`config.mk`:
```
export PLATFORM = sky130hd
export DESIGN_NAME = application
export DESIGN_NICKNAME = d
export VERILOG_FILES = /design/src/app_pkg.sv /design/src/application.sv /design/src/coeff_fifo.sv /design/src/dram_ifc.sv /design/src/patch_reducer.sv /design/src/pixel_pipe.sv
export VERILOG_INCLUDE_DIRS = /design/src
export SDC_FILE = /design/constraint.sdc
export NUM_CORES = 1
export LEC_CHECK = 0
export BUFFER_PORTS_ARGS = -buffer_cell sky130_fd_sc_hd__buf_2
export CAP_MARGIN = 20
export CORE_MARGIN = 3
export CORE_UTILIZATION = 25
export CTS_CLUSTER_DIAMETER = 50
export CTS_CLUSTER_SIZE = 8
export DETAILED_ROUTE_END_ITERATION = 16
export HOLD_SLACK_MARGIN = 0.05
export PLACE_DENSITY = 0.35
export SLEW_MARGIN = 25
export SYNTH_ARGS = -nofsm -noshare
export SYNTH_HDL_FRONTEND = slang
export SYNTH_HIERARCHICAL = 1
export SYNTH_SLANG_ARGS = --single-unit
```
`constraint.sdc`:
```
create_clock -name dram_clk -period 6.3 [get_ports dram_clk]
set_input_delay 0.315 -clock dram_clk [delete_from_list [all_inputs] [get_ports dram_clk]]
set_output_delay 0.315 -clock dram_clk [all_outputs]
set_load 0.01 [all_outputs]
```
`src/app_params.svh`:
```
`ifndef APP_PARAMS_SVH
`define APP_PARAMS_SVH

// message link and DRAM native interface
`define APP_XB_SIZE     32
`define APP_DATA_WIDTH  32
`define APP_ADDR_WIDTH  27
`define APP_ADDR_INC    8   // two-beat burst of 32-bit words

// pixel format
`define APP_DN_SIZE     12

// frame and patch geometry
`define APP_FRAME_COLS  8
`define APP_FRAME_ROWS  8
`define APP_PATCH_SIZE  4   // square patch edge, must divide both frame edges

// coefficient FIFO
`define APP_FIFO_DEPTH  16
`define APP_FIFO_HIGH   12  // prefetch pauses at this fill

`endif

```
`src/app_pkg.sv`:
```
`include "app_params.svh"

package app_pkg;

  typedef logic [`APP_XB_SIZE-1:0]    msg_t;
  typedef logic [`APP_DATA_WIDTH-1:0] dram_word_t;
  typedef logic [`APP_ADDR_WIDTH-1:0] dram_addr_t;
  typedef logic [`APP_DN_SIZE-1:0]    dn_t;
  typedef logic [2*`APP_DN_SIZE-1:0]  coeff_pair_t; // dark for dn0 in the upper half
  typedef logic [23:0]                pix_sum_t;
  typedef logic [3:0]                 row_t;
  typedef logic [3:0]                 col_t;

  // message kind, top two bits of every message and stored DRAM word
  typedef enum logic [1:0] {
    kind_pixel    = 2'd0,
    kind_coeff    = 2'd1,
    kind_reserved = 2'd2,
    kind_invalid  = 2'd3
  } msg_kind_t;

  typedef enum logic [2:0] {
    dram_msg_wait, dram_wr_wait, dram_wr1, dram_wr2,
    dram_reading, dram_throttled, dram_interframe, dram_error
  } dram_state_t;

  typedef enum logic [2:0] {
    cap_standby, cap_intraline, cap_interline, cap_interframe, cap_error
  } capture_state_t;

endpackage

```
`src/application.sv`:
```
module application (
  input  logic                dram_clk,
  input  logic                reset,
  output logic                error,
  input  logic                app_rdy,
  output logic                app_en,
  output logic [2:0]          app_cmd,
  output app_pkg::dram_addr_t app_addr,
  input  logic                app_wdf_rdy,
  output logic                app_wdf_wren,
  output logic                app_wdf_end,
  output app_pkg::dram_word_t app_wdf_data,
  input  logic                app_rd_data_valid,
  input  app_pkg::dram_word_t app_rd_data,
  input  logic                pc_msg_pending,
  output logic                pc_msg_ack,
  input  app_pkg::msg_t       pc_msg,
  input  logic                fpga_msg_full,
  output logic                fpga_msg_valid,
  output app_pkg::msg_t       fpga_msg
);

  logic                 pix_take;
  logic                 fifo_push;
  app_pkg::coeff_pair_t fifo_din;
  app_pkg::coeff_pair_t fifo_dout;
  logic                 fifo_full;
  logic                 fifo_high;
  logic                 fifo_empty;
  logic                 coeff_pop;
  logic                 frame_end;
  logic                 sum_valid;
  app_pkg::row_t        sum_row;
  app_pkg::col_t        sum_col;
  app_pkg::pix_sum_t    sum_pair;
  logic                 ifc_error;
  logic                 pipe_error;
  logic                 reducer_error;

  assign error = ifc_error | pipe_error | reducer_error;

  dram_ifc u_dram_ifc (
    .dram_clk(dram_clk), .reset(reset),
    .pc_msg_pending(pc_msg_pending), .pc_msg(pc_msg),
    .app_rdy(app_rdy), .app_wdf_rdy(app_wdf_rdy),
    .app_rd_data_valid(app_rd_data_valid), .app_rd_data(app_rd_data),
    .fifo_full(fifo_full), .fifo_high(fifo_high), .frame_end(frame_end),
    .pc_msg_ack(pc_msg_ack), .pix_take(pix_take),
    .app_en(app_en), .app_cmd(app_cmd), .app_addr(app_addr),
    .app_wdf_wren(app_wdf_wren), .app_wdf_end(app_wdf_end), .app_wdf_data(app_wdf_data),
    .fifo_push(fifo_push), .fifo_din(fifo_din), .error(ifc_error)
  );

  coeff_fifo u_coeff_fifo (
    .dram_clk(dram_clk), .reset(reset),
    .push(fifo_push), .din(fifo_din), .pop(coeff_pop),
    .dout(fifo_dout), .full(fifo_full), .high(fifo_high), .empty(fifo_empty)
  );

  pixel_pipe u_pixel_pipe (
    .dram_clk(dram_clk), .reset(reset),
    .pix_take(pix_take), .pc_msg(pc_msg), .coeff(fifo_dout), .coeff_empty(fifo_empty),
    .coeff_pop(coeff_pop), .sum_valid(sum_valid), .sum_row(sum_row), .sum_col(sum_col),
    .sum_pair(sum_pair), .frame_end(frame_end), .error(pipe_error)
  );

  patch_reducer u_patch_reducer (
    .dram_clk(dram_clk), .reset(reset),
    .sum_valid(sum_valid), .sum_row(sum_row), .sum_col(sum_col), .sum_pair(sum_pair),
    .fpga_msg_full(fpga_msg_full),
    .fpga_msg_valid(fpga_msg_valid), .fpga_msg(fpga_msg), .error(reducer_error)
  );

endmodule

```
`src/coeff_fifo.sv`:
```
`include "app_params.svh"

module coeff_fifo (
  input  logic                dram_clk,
  input  logic                reset,
  input  logic                push,
  input  app_pkg::coeff_pair_t din,
  input  logic                pop,
  output app_pkg::coeff_pair_t dout,
  output logic                full,
  output logic                high,
  output logic                empty
);

  localparam int PTR_W = $clog2(`APP_FIFO_DEPTH);
  localparam logic [PTR_W:0] DEPTH = `APP_FIFO_DEPTH;
  localparam logic [PTR_W:0] HIGH_MARK = `APP_FIFO_HIGH;

  app_pkg::coeff_pair_t mem [`APP_FIFO_DEPTH];
  logic [PTR_W-1:0] wr_ptr;
  logic [PTR_W-1:0] rd_ptr;
  logic [PTR_W:0]   fill;
  logic             do_push;
  logic             do_pop;

  assign do_push = push && !full;  // overflow is flagged upstream
  assign do_pop  = pop && !empty;

  assign dout  = mem[rd_ptr];  // head word is visible before the pop
  assign full  = (fill == DEPTH);
  assign high  = (fill >= HIGH_MARK);
  assign empty = (fill == '0);

  always_ff @(posedge dram_clk) begin
    if (do_push) mem[wr_ptr] <= din;
  end

  always_ff @(posedge dram_clk) begin
    if (reset) begin
      wr_ptr <= '0;
      rd_ptr <= '0;
      fill   <= '0;
    end else begin
      if (do_push) wr_ptr <= wr_ptr + 1'b1;  // depth is a power of two, pointers wrap
      if (do_pop) rd_ptr <= rd_ptr + 1'b1;
      case ({do_push, do_pop})
        2'b10:   fill <= fill + 1'b1;
        2'b01:   fill <= fill - 1'b1;
        default: fill <= fill;
      endcase
    end
  end

endmodule

```
`src/dram_ifc.sv`:
```
`include "app_params.svh"

module dram_ifc (
  input  logic                 dram_clk,
  input  logic                 reset,
  input  logic                 pc_msg_pending,
  input  app_pkg::msg_t        pc_msg,
  input  logic                 app_rdy,
  input  logic                 app_wdf_rdy,
  input  logic                 app_rd_data_valid,
  input  app_pkg::dram_word_t  app_rd_data,
  input  logic                 fifo_full,
  input  logic                 fifo_high,
  input  logic                 frame_end,
  output logic                 pc_msg_ack,
  output logic                 pix_take,
  output logic                 app_en,
  output logic [2:0]           app_cmd,
  output app_pkg::dram_addr_t  app_addr,
  output logic                 app_wdf_wren,
  output logic                 app_wdf_end,
  output app_pkg::dram_word_t  app_wdf_data,
  output logic                 fifo_push,
  output app_pkg::coeff_pair_t fifo_din,
  output logic                 error
);

  localparam app_pkg::dram_addr_t ADDR_INC = `APP_ADDR_INC;

  app_pkg::dram_state_t state;
  app_pkg::msg_kind_t   msg_kind;
  app_pkg::msg_kind_t   rd_kind;
  app_pkg::dram_word_t  burst_buf [2];
  app_pkg::dram_addr_t  end_addr;   // first address past the last written burst
  app_pkg::dram_addr_t  next_addr;
  logic                 half_loaded;
  logic                 rd;
  logic                 coeff_take;

  assign msg_kind  = app_pkg::msg_kind_t'(pc_msg[`APP_XB_SIZE-1 -: 2]);
  assign rd_kind   = app_pkg::msg_kind_t'(app_rd_data[`APP_DATA_WIDTH-1 -: 2]);
  assign next_addr = app_addr + ADDR_INC;

  // the ack cycle blocks a second take of the same pending message
  assign coeff_take = pc_msg_pending && !pc_msg_ack && msg_kind == app_pkg::kind_coeff
                      && state == app_pkg::dram_msg_wait;
  assign pix_take = pc_msg_pending && !pc_msg_ack && msg_kind == app_pkg::kind_pixel
                    && state inside {app_pkg::dram_msg_wait, app_pkg::dram_reading,
                                     app_pkg::dram_throttled, app_pkg::dram_interframe};

  assign app_cmd   = {2'b00, rd};
  assign fifo_push = app_rd_data_valid && rd_kind == app_pkg::kind_coeff;
  assign fifo_din  = app_rd_data[2*`APP_DN_SIZE-1:0];

  always_ff @(posedge dram_clk) begin
    if (coeff_take) burst_buf[half_loaded] <= pc_msg;  // beat order = send order
  end

  always_ff @(posedge dram_clk) begin
    if (reset) begin
      state        <= app_pkg::dram_msg_wait;
      pc_msg_ack   <= 1'b0;
      app_en       <= 1'b0;
      rd           <= 1'b0;
      app_addr     <= '0;
      end_addr     <= '0;
      app_wdf_wren <= 1'b0;
      app_wdf_end  <= 1'b1;
      half_loaded  <= 1'b0;
      error        <= 1'b0;
    end else begin
      pc_msg_ack <= coeff_take || pix_take;
      if (fifo_push && fifo_full) error <= 1'b1;
      case (state)
        app_pkg::dram_msg_wait: begin
          if (coeff_take) begin
            half_loaded <= !half_loaded;
            if (half_loaded) begin  // second word of the burst is in
              app_addr <= end_addr;
              rd       <= 1'b0;
              app_en   <= 1'b1;
              state    <= app_pkg::dram_wr_wait;
            end
          end else if (pix_take) begin
            app_addr <= '0;
            rd       <= 1'b1;
            app_en   <= (end_addr != '0);  // nothing stored, nothing to prefetch
            state    <= (end_addr != '0) ? app_pkg::dram_reading : app_pkg::dram_interframe;
          end
        end
        app_pkg::dram_wr_wait: begin
          if (app_rdy && app_wdf_rdy) begin  // command accepted this edge
            app_en       <= 1'b0;
            end_addr     <= end_addr + ADDR_INC;
            app_wdf_data <= burst_buf[0];
            app_wdf_wren <= 1'b1;
            app_wdf_end  <= 1'b0;
            state        <= app_pkg::dram_wr1;
          end
        end
        app_pkg::dram_wr1: begin
          if (app_wdf_rdy) begin
            app_wdf_data <= burst_buf[1];
            app_wdf_end  <= 1'b1;
            state        <= app_pkg::dram_wr2;
          end
        end
        app_pkg::dram_wr2: begin
          app_wdf_wren <= 1'b0;
          state <= app_wdf_rdy ? app_pkg::dram_msg_wait : app_pkg::dram_error;
        end
        app_pkg::dram_reading: begin
          if (app_rdy) app_addr <= next_addr;  // app_en is high throughout this state
          if (app_rdy && next_addr == end_addr) begin
            app_en <= 1'b0;
            state  <= app_pkg::dram_interframe;
          end else if (fifo_high) begin
            app_en <= 1'b0;
            state  <= app_pkg::dram_throttled;
          end
        end
        app_pkg::dram_throttled: begin
          if (!fifo_high) begin
            app_en <= 1'b1;
            state  <= app_pkg::dram_reading;
          end
        end
        app_pkg::dram_interframe: begin
          if (frame_end && end_addr != '0) begin  // same dark set for the next frame
            app_addr <= '0;
            app_en   <= 1'b1;
            state    <= app_pkg::dram_reading;
          end
        end
        app_pkg::dram_error: error <= 1'b1;
        default: state <= app_pkg::dram_error;
      endcase
    end
  end

endmodule

```
`src/patch_reducer.sv`:
```
`include "app_params.svh"

module patch_reducer (
  input  logic              dram_clk,
  input  logic              reset,
  input  logic              sum_valid,
  input  app_pkg::row_t     sum_row,
  input  app_pkg::col_t     sum_col,
  input  app_pkg::pix_sum_t sum_pair,
  input  logic              fpga_msg_full,
  output logic              fpga_msg_valid,
  output app_pkg::msg_t     fpga_msg,
  output logic              error
);

  localparam int PATCH_COLS = `APP_FRAME_COLS / `APP_PATCH_SIZE;
  localparam int PCOL_W = (PATCH_COLS > 1) ? $clog2(PATCH_COLS) : 1;

  app_pkg::pix_sum_t acc [PATCH_COLS];  // one running sum per patch column
  app_pkg::pix_sum_t patch_total;
  logic [PCOL_W-1:0] pcol;
  logic [5:0]        patch_idx;
  logic              first_pair;
  logic              last_pair;
  logic              patch_done;
  logic              held;  // finished message waiting on fpga_msg_full

  assign pcol       = PCOL_W'(sum_col / `APP_PATCH_SIZE);
  assign first_pair = (sum_row % `APP_PATCH_SIZE == 0) && (sum_col % `APP_PATCH_SIZE == 0);
  assign last_pair  = (sum_row % `APP_PATCH_SIZE == `APP_PATCH_SIZE - 1)
                      && (sum_col % `APP_PATCH_SIZE == `APP_PATCH_SIZE - 2);
  assign patch_done  = sum_valid && last_pair;
  assign patch_total = acc[pcol] + sum_pair;
  assign patch_idx   = 6'((sum_row / `APP_PATCH_SIZE) * PATCH_COLS + pcol);  // band-major

  always_ff @(posedge dram_clk) begin
    if (sum_valid) acc[pcol] <= first_pair ? sum_pair : patch_total;
    if (patch_done && !held) fpga_msg <= {app_pkg::kind_coeff, patch_idx, patch_total};
  end

  always_ff @(posedge dram_clk) begin
    if (reset) begin
      fpga_msg_valid <= 1'b0;
      held           <= 1'b0;
      error          <= 1'b0;
    end else begin
      fpga_msg_valid <= 1'b0;
      if (patch_done) begin
        if (held) begin
          error <= 1'b1;  // only one message can wait
        end else if (fpga_msg_full) begin
          held <= 1'b1;
        end else begin
          fpga_msg_valid <= 1'b1;
        end
      end else if (held && !fpga_msg_full) begin
        held           <= 1'b0;
        fpga_msg_valid <= 1'b1;
      end
    end
  end

endmodule

```
`src/pixel_pipe.sv`:
```
`include "app_params.svh"

module pixel_pipe (
  input  logic                 dram_clk,
  input  logic                 reset,
  input  logic                 pix_take,
  input  app_pkg::msg_t        pc_msg,
  input  app_pkg::coeff_pair_t coeff,
  input  logic                 coeff_empty,
  output logic                 coeff_pop,
  output logic                 sum_valid,
  output app_pkg::row_t        sum_row,
  output app_pkg::col_t        sum_col,
  output app_pkg::pix_sum_t    sum_pair,
  output logic                 frame_end,
  output logic                 error
);

  app_pkg::capture_state_t state;
  app_pkg::dn_t  dn0;
  app_pkg::dn_t  dn1;
  logic          fval;
  logic          lval;
  app_pkg::row_t row_cnt;  // position of the next line-valid pair
  app_pkg::col_t col_cnt;
  logic                 s1_valid;
  app_pkg::dn_t         s1_dn0;
  app_pkg::dn_t         s1_dn1;
  app_pkg::coeff_pair_t s1_dark;
  app_pkg::row_t        s1_row;
  app_pkg::col_t        s1_col;

  function automatic app_pkg::dn_t clamp_sub(input app_pkg::dn_t dn, input app_pkg::dn_t dark);
    return (dn > dark) ? app_pkg::dn_t'(dn - dark) : '0;
  endfunction

  assign {dn0, fval, lval, dn1} = pc_msg[2*`APP_DN_SIZE+1:0];
  assign coeff_pop = pix_take && lval && !coeff_empty;
  assign error     = (state == app_pkg::cap_error);  // only reset leaves this state

  always_ff @(posedge dram_clk) begin
    if (reset) begin
      state     <= app_pkg::cap_standby;
      row_cnt   <= '0;
      col_cnt   <= '0;
      frame_end <= 1'b0;
      s1_valid  <= 1'b0;
      sum_valid <= 1'b0;
    end else begin
      frame_end <= 1'b0;
      s1_valid  <= coeff_pop;
      sum_valid <= s1_valid;
      if (pix_take) begin
        if (lval) col_cnt <= col_cnt + 2'd2;  // two pixels per message
        case (state)
          app_pkg::cap_standby, app_pkg::cap_interframe:
            if (fval) state <= lval ? app_pkg::cap_intraline : app_pkg::cap_interline;
          app_pkg::cap_intraline, app_pkg::cap_interline: begin
            if (!fval) begin  // fval fell, frame is over
              frame_end <= 1'b1;
              row_cnt   <= '0;
              col_cnt   <= '0;
              state     <= app_pkg::cap_interframe;
            end else if (!lval && state == app_pkg::cap_intraline) begin
              row_cnt <= row_cnt + 1'b1;
              col_cnt <= '0;
              state   <= app_pkg::cap_interline;
            end else if (lval) begin
              state <= app_pkg::cap_intraline;
            end
          end
          default: ;
        endcase
        if (lval && coeff_empty) state <= app_pkg::cap_error;  // no dark pair for this pixel
      end
    end
  end

  // stage one registers the pair, stage two subtracts and sums
  always_ff @(posedge dram_clk) begin
    if (coeff_pop) begin
      s1_dn0  <= dn0;
      s1_dn1  <= dn1;
      s1_dark <= coeff;
      s1_row  <= row_cnt;
      s1_col  <= col_cnt;
    end
    if (s1_valid) begin
      sum_row  <= s1_row;
      sum_col  <= s1_col;
      sum_pair <= app_pkg::pix_sum_t'(clamp_sub(s1_dn0, s1_dark[2*`APP_DN_SIZE-1 -: `APP_DN_SIZE]))
                + app_pkg::pix_sum_t'(clamp_sub(s1_dn1, s1_dark[`APP_DN_SIZE-1:0]));
    end
  end

endmodule

```
**Yosys cells after proc, flatten, opt, wreduce, memory -nomap -nowiden**

Memory sizes are Yosys's and may differ from the RTL's. A register that Yosys moved wholly into a read port is not among the register bits.
Cells that the tools add are included.

- Register bits after elaboration: 218
- Latch bits: 0
- Bits in writable memories: 496
- ROM bits: 0
- Output and inout bits: 100
- Word-level logic and storage cells: 220
- Memories kept: 3

Memory list:

| name | words | bits a word | rd ports | clocked after Yosys merged registers in | write ports | RTL line | RTL |
|---|---|---|---|---|---|---|---|
| u_coeff_fifo.mem | 16 | 24 | 1 | 1 | 1 | coeff_fifo.sv:19 | `` app_pkg::coeff_pair_t mem [`APP_FIFO_DEPTH]; `` |
| u_dram_ifc.burst_buf | 2 | 32 | 2 | 0 | 1 | dram_ifc.sv:33 | `app_pkg::dram_word_t burst_buf [2];` |
| u_patch_reducer.acc | 2 | 24 | 1 | 1 | 1 | patch_reducer.sv:19 | `app_pkg::pix_sum_t acc [PATCH_COLS];` |

- Add/sub/neg operators: 13
- Multipliers: 0
- Divide/modulo/power cells: 0
- Magnitude comparators: 3
- Equality and inequality tests: 31
- Shift operators: 0
- Multiplexer cells: 72
- Bitwise logic cells: 5
- Reductions and logical operators: 62

Operators with widths:

| operator | count |
|---|---|
| $mux W27 | 5 |
| $pmux W27 S3 | 1 |
| $logic_not A32 Y1 | 2 |
| $mux W32 | 2 |
| $pmux W32 S2 | 1 |
| $add A27 B4 Y27 const B | 2 |
| $mux W3 | 15 |
| $mux W1 | 31 |
| $eq A27 B27 Y1 | 1 |
| $reduce_bool A27 Y1 | 1 |
| $add A24 B24 Y24 | 1 |
| $gt A12 B12 Y1 | 2 |
| $mux W12 | 2 |
| $mux W24 | 1 |
| $mux W4 | 6 |
| $sub A12 B12 Y12 | 2 |
| $logic_and A1 B1 Y1 | 21 |
| $pmux W3 S7 | 1 |
| $eq A3 B3 Y1 const B | 5 |
| $add A12 B12 Y13 | 1 |
| $add A4 B1 Y4 const B | 3 |
| $eq A3 B2 Y1 const B | 4 |
| $reduce_bool A2 Y1 | 6 |
| $pmux W5 S2 | 1 |
| 37 further kinds | 69 |

**Logic depth before layout (Yosys ltp)**

- Word-level depth: 9
- Gate-level depth with buffers: 18

**Cells and area by module**

The synthesis kept the hierarchy.

By module, submodules not included:

| module | times used | cells each | area each (µm²) |
|---|---|---|---|
| coeff_fifo | 1 | 723 | 15438.6 |
| dram_ifc | 1 | 719 | 7614.8 |
| pixel_pipe | 1 | 464 | 5141.2 |
| patch_reducer | 1 | 386 | 4490.6 |
| application | 1 | 1 | 6.3 |

**Least setup slack after synthesis**

OpenSTA, ideal clock, no wires.

- Path type: reg2reg
- Start point: register u_dram_ifc.state[2]
- End point: register u_coeff_fifo.fill[4]
- Library setup time: 129 ps
- Data arrival time: 5639 ps
- Slack: 532 ps
- Cell stages (with the launch flop): 18
- Period minus slack after synthesis: 5768 ps
- Cell sequence: dfxtp_1 -> clkbuf_1 -> nor2b_1 -> nor2_1 -> nor3_1 -> clkbuf_1 -> nand2_1 -> nor2_1 -> o21ai_4 -> inv_1 -> ha_1 -> clkbuf_1 -> xor2_1 -> ha_1 -> nand2_1 -> o21ai_0 -> nor3_1 -> nand4bb_1

- Word-level cells in the longest chain between the ends: 8

Ends and longest elaborated chain:

| item | RTL line | RTL |
|---|---|---|
| start: declaration | dram_ifc.sv:30 | `app_pkg::dram_state_t state;` |
| start signal: assignment | dram_ifc.sv:61 | `state <= app_pkg::dram_msg_wait;` |
| start signal: assignment | dram_ifc.sv:82 | `state <= app_pkg::dram_wr_wait;` |
| start signal: assignment | dram_ifc.sv:88 | `state <= (end_addr != '0) ? app_pkg::dram_reading : app_pkg::dram_interframe;` |
| $eq A3 B3 Y1 or $logic_not A3 Y1 (tied branches) | dram_ifc.sv:48 | `&& state inside {app_pkg::dram_msg_wait, app_pkg::dram_reading,` |
| $reduce_bool A4 Y1 * | dram_ifc.sv:48 |  |
| $logic_and A1 B1 Y1 * | dram_ifc.sv:48 |  |
| named net pix_take | application.sv:23 | `logic pix_take;` |
| $logic_and A1 B1 Y1 * (2 in a row) | pixel_pipe.sv:38 | `assign coeff_pop = pix_take && lval && !coeff_empty;` |
| named net coeff_pop | application.sv:30 | `logic coeff_pop;` |
| $logic_and A1 B1 Y1 * | coeff_fifo.sv:27 | `assign do_pop = pop && !empty;` |
| named net u_coeff_fifo.do_pop | coeff_fifo.sv:24 | `logic do_pop;` |
| $eq A2 B1 Y1 or $eq A2 B2 Y1 (tied branches) | coeff_fifo.sv:46 | `case ({do_push, do_pop})` |
| $pmux W5 S2 or $reduce_bool A2 Y1 (tied branches) | n/a |  |
| end signal: assignment | coeff_fifo.sv:47 | `2'b10: fill <= fill + 1'b1;` |
| end signal: assignment | coeff_fifo.sv:48 | `2'b01: fill <= fill - 1'b1;` |
| end signal: assignment | coeff_fifo.sv:49 | `default: fill <= fill;` |
| end: declaration | coeff_fifo.sv:22 | `logic [PTR_W:0] fill;` |

The timed path passes the listed nets; every way through them passes the cells marked *.
A chain may end at the register's enable or synchronous reset.

**Final worst setup path**

- Start point: register u_pixel_pipe.s1_dn0[7]
- End point: register u_pixel_pipe.sum_pair[10] (data pin)

- Word-level cells in the longest chain between the ends: 3

Ends and longest elaborated chain:

| item | RTL line | RTL |
|---|---|---|
| start: declaration | pixel_pipe.sv:27 | `app_pkg::dn_t s1_dn0;` |
| start signal: assignment | pixel_pipe.sv:82 | `s1_dn0 <= dn0;` |
| $sub A12 B12 Y12 or $gt A12 B12 Y1 (tied branches) | pixel_pipe.sv:34 | `return (dn > dark) ? app_pkg::dn_t'(dn - dark) : '0;` |
| $mux W12 * | pixel_pipe.sv:34 |  |
| $add A12 B12 Y13 * | pixel_pipe.sv:91 | `` sum_pair <= app_pkg::pix_sum_t'(clamp_sub(s1_dn0, s1_dark[2*`APP_DN_SIZE-1 -: `APP_DN_SIZE])) `` |
| end signal: assignment | pixel_pipe.sv:91 |  |
| end: declaration | pixel_pipe.sv:14 | `output app_pkg::pix_sum_t sum_pair,` |

Every way passes the cells marked *; elsewhere a longest branch is shown, timed or not.

==> impl_results.md <==
* Fin nets at around 2.7k
* Drt pass-1 iters at 5
* Initial Util at between 20% and 30%
* Flop pwr share at 43.8%
* Req. time, crit path at about 6.7 ns
* Number of antenna violations at the first check in global routing at 11
* Via/cell ratio at about 4.5
* Vias after detailed routing at 19.63k
* First-pass GRT wire length at ~130 mm
* Kind of critical path: reg2reg
* Achievable Freq at around 240 MHz
* GR Util All Layers at approximately an eighth
* Cts repair resizes at 0
* Arr. time, crit path at roughly 4.6 ns
* Final clock skew at 0.02094 ns
* Htree depth at 3
* Die H at 367.1 um
* Congestion Overflow GR at 0
* Top-Level Pins at about 170
* Power share of the clock group at between 40% and 50%
* Final Cycle Share at between 60% and 70%
* Power Density at ~310 mW/mm^2
* Clock tree buffer depth at 3
* Clock transition at path regs at approximately 0.050 ns
* Combinational Power Share at under 10%
* Worst hold path stage count at 5
* FILL cells at roughly 13k
* NetSw at ~2.8 mW
* Unrepaired setup endpoints after global routing: false
* Status: completed
* DR WL/cell at 20.58 um
* Num CTS Buffers at approximately 120
* Routed Antenna Nets at 0
* Final setup fails at 0
* Routed wire length at between 80 and 90 mm
* Initial DRC count at ~1.2k
* Worst Path Max Fanout at 11
* Worst Reg-to-Reg Cells at 12
* Row count at about 130
* Register area at a little over 0.02 mm^2
* Cell area after synthesis at between 0.03 and 0.04 mm^2
* Core Footprint at between 0.1 and 0.15 mm^2
* Clock root buffer master: clkbuf_16
* CTS tree: yes
* Rel. slew slack at 39.77%
* Setup TNS at 0 ns
* Switch share at between 20% and 30%
* Least-Margin Pin Slew at ~0.90 ns
* Avg Inst Size Synth at around 14 um^2
* Min Tclk post-route at 4.155 ns
* Final WS setup at 2.145 ns
* Multi-input gate area at ~0.011 mm^2
* Syn Inst Count at about 2.3k
* Die X at approximately 370 um
* Drc violations at 0
* Clk_lat worst skew at 0.71 ns
* Max-slew violations at 0
* # placed instances at roughly 4k
* LEAKAGE at roughly 13 nW
* Detail Placement HPWL at about 55 mm
* Share of layout cells above drive strength 1 at 23.43%
* HP Class: in2reg
* Placer Congestion at 0.7966
* Crit end category: flop
* Power Total at between 10 and 15 mW
* Fin util at a little under a third
* Largest net degree at the start of global routing at between 90 and 100
* Yosys warning total at 6
* Peak supply drop at between 0.2 and 0.25 mV
* Area added between synthesis and finish at 21.11%
* Die area at 0.1347 mm^2
* Port Buf Inserts at about 150
* Vias in the first global route at between 20k and 25k
* Final Hold Vio Count at 0
* Clk sinks at about 720
* Internal at 9.465 mW
* Startpoint types: flop
* Pre-CTS setup slack at roughly 2.2 ns
* Maxcap violations at 0
* Final Non-Filler Cells at 4318
==> routing by layer <==
layer / wire length, um / part of all wire, % / vias to the layer above / global-route usage (%)
met5: 27 / 0.030 / - / 0
met4: 2256 / 2.5 / 4 / 3.963
met3: 3763 / 4.2 / 157 / 2.922
met2: 43340 / 49 / 402 / 22.03
met1: 39490 / 44 / 9823 / 16.55
li1: - / - / 9241 / -
==> worst max-delay path, stage by stage (launching register included) <==
cell,delay (ns)
edfxtp_1,0.35
ha_1,0.43
a211oi_2,0.34
o21ai_1,0.12
a211o_1,0.33
o21ai_2,0.55
nor3_2,0.14
ha_1,0.36
a21o_1,0.17
a21oi_1,0.38
nor2_1,0.09
a2111oi_0,0.37
o311ai_0,0.22
==> cell type report <==
cell class | instances | share of cell area, %
inverter | 63 | 0.5991
antenna | 3 | 0.01902
multi-input combinational | 1359 | 27.82
clock buffer | 158 | 8.203
timing repair buffer | 251 | 4.368
clock inverter | 37 | 1.154
tap | 1729 | 5.480
sequential | 718 | 52.36
==> sequential cells by signal (all words and copies together), names as in the netlist, 12 cells and up, named ones only <==
name,flops
u_coeff_fifo/mem,384
u_dram_ifc/burst_buf,64
u_patch_reducer/acc,48
u_dram_ifc/app_wdf_data,32
u_patch_reducer/fpga_msg,27
u_dram_ifc/app_addr,24
u_dram_ifc/end_addr,24
u_pixel_pipe/s1_dark,24
u_pixel_pipe/sum_pair,13
u_pixel_pipe/s1_dn0,12
u_pixel_pipe/s1_dn1,12
==> through the flow <==
stage,hold slack [ns],area [um^2]
final,0.1499,39470
after CTS,0.09216,39470
after floorplan,0.3841,32660
after global placement,0.4073,35080
after detailed placement,0.4054,35170
after global routing,0.1628,39470
==> repair_timing <==
item | 4_1_cts | 5_1_grt
setup buffers | 0 | 0
hold endpoints to repair | 493 | 0
hold buffers | 60 | 0
endpoints found under the setup margin | 0 | 0
==> power by group through the flow <==
stage | Clock [mW] | Sequential [mW] | Combinational [mW]
after floorplan | 0 | 5.42 | 0.604
after global placement | 0 | 5.47 | 0.820
after detailed placement | 0 | 5.47 | 0.831
after CTS | 6.28 | 5.38 | 0.869
after global routing | 6.48 | 5.39 | 0.939
final | 6.06 | 5.39 | 0.849
==> final timing paths <==
check | slack [ns] | startpoint | endpoint
worst max-delay path | 2.15 | u_pixel_pipe/s1_dn0[7] | u_pixel_pipe/sum_pair[10]
worst min-delay path | 0.15 | app_rd_data[30] | u_dram_ifc/error
worst max register to register | 2.15 | u_pixel_pipe/s1_dn0[7] | u_pixel_pipe/sum_pair[10]
worst min register to register | 0.42 | u_pixel_pipe/s1_row[3] | u_pixel_pipe/sum_row[3]
==> layout by cell type, fill, tap and decap left out, types with 58 or more instances in the layout <==
cell type and count:
o21ai_0 58, dlygate4sd3_1 60, inv_1 62, mux2_2 63
edfxtp_1 628, dfxtp_1 88, buf_2 153, clkbuf_16 122
mux4_2 96, ha_1 72, nor2_1 150, a21oi_1 72
nand2_1 154
No activity file was read; power rests on OpenSTA's default activity.
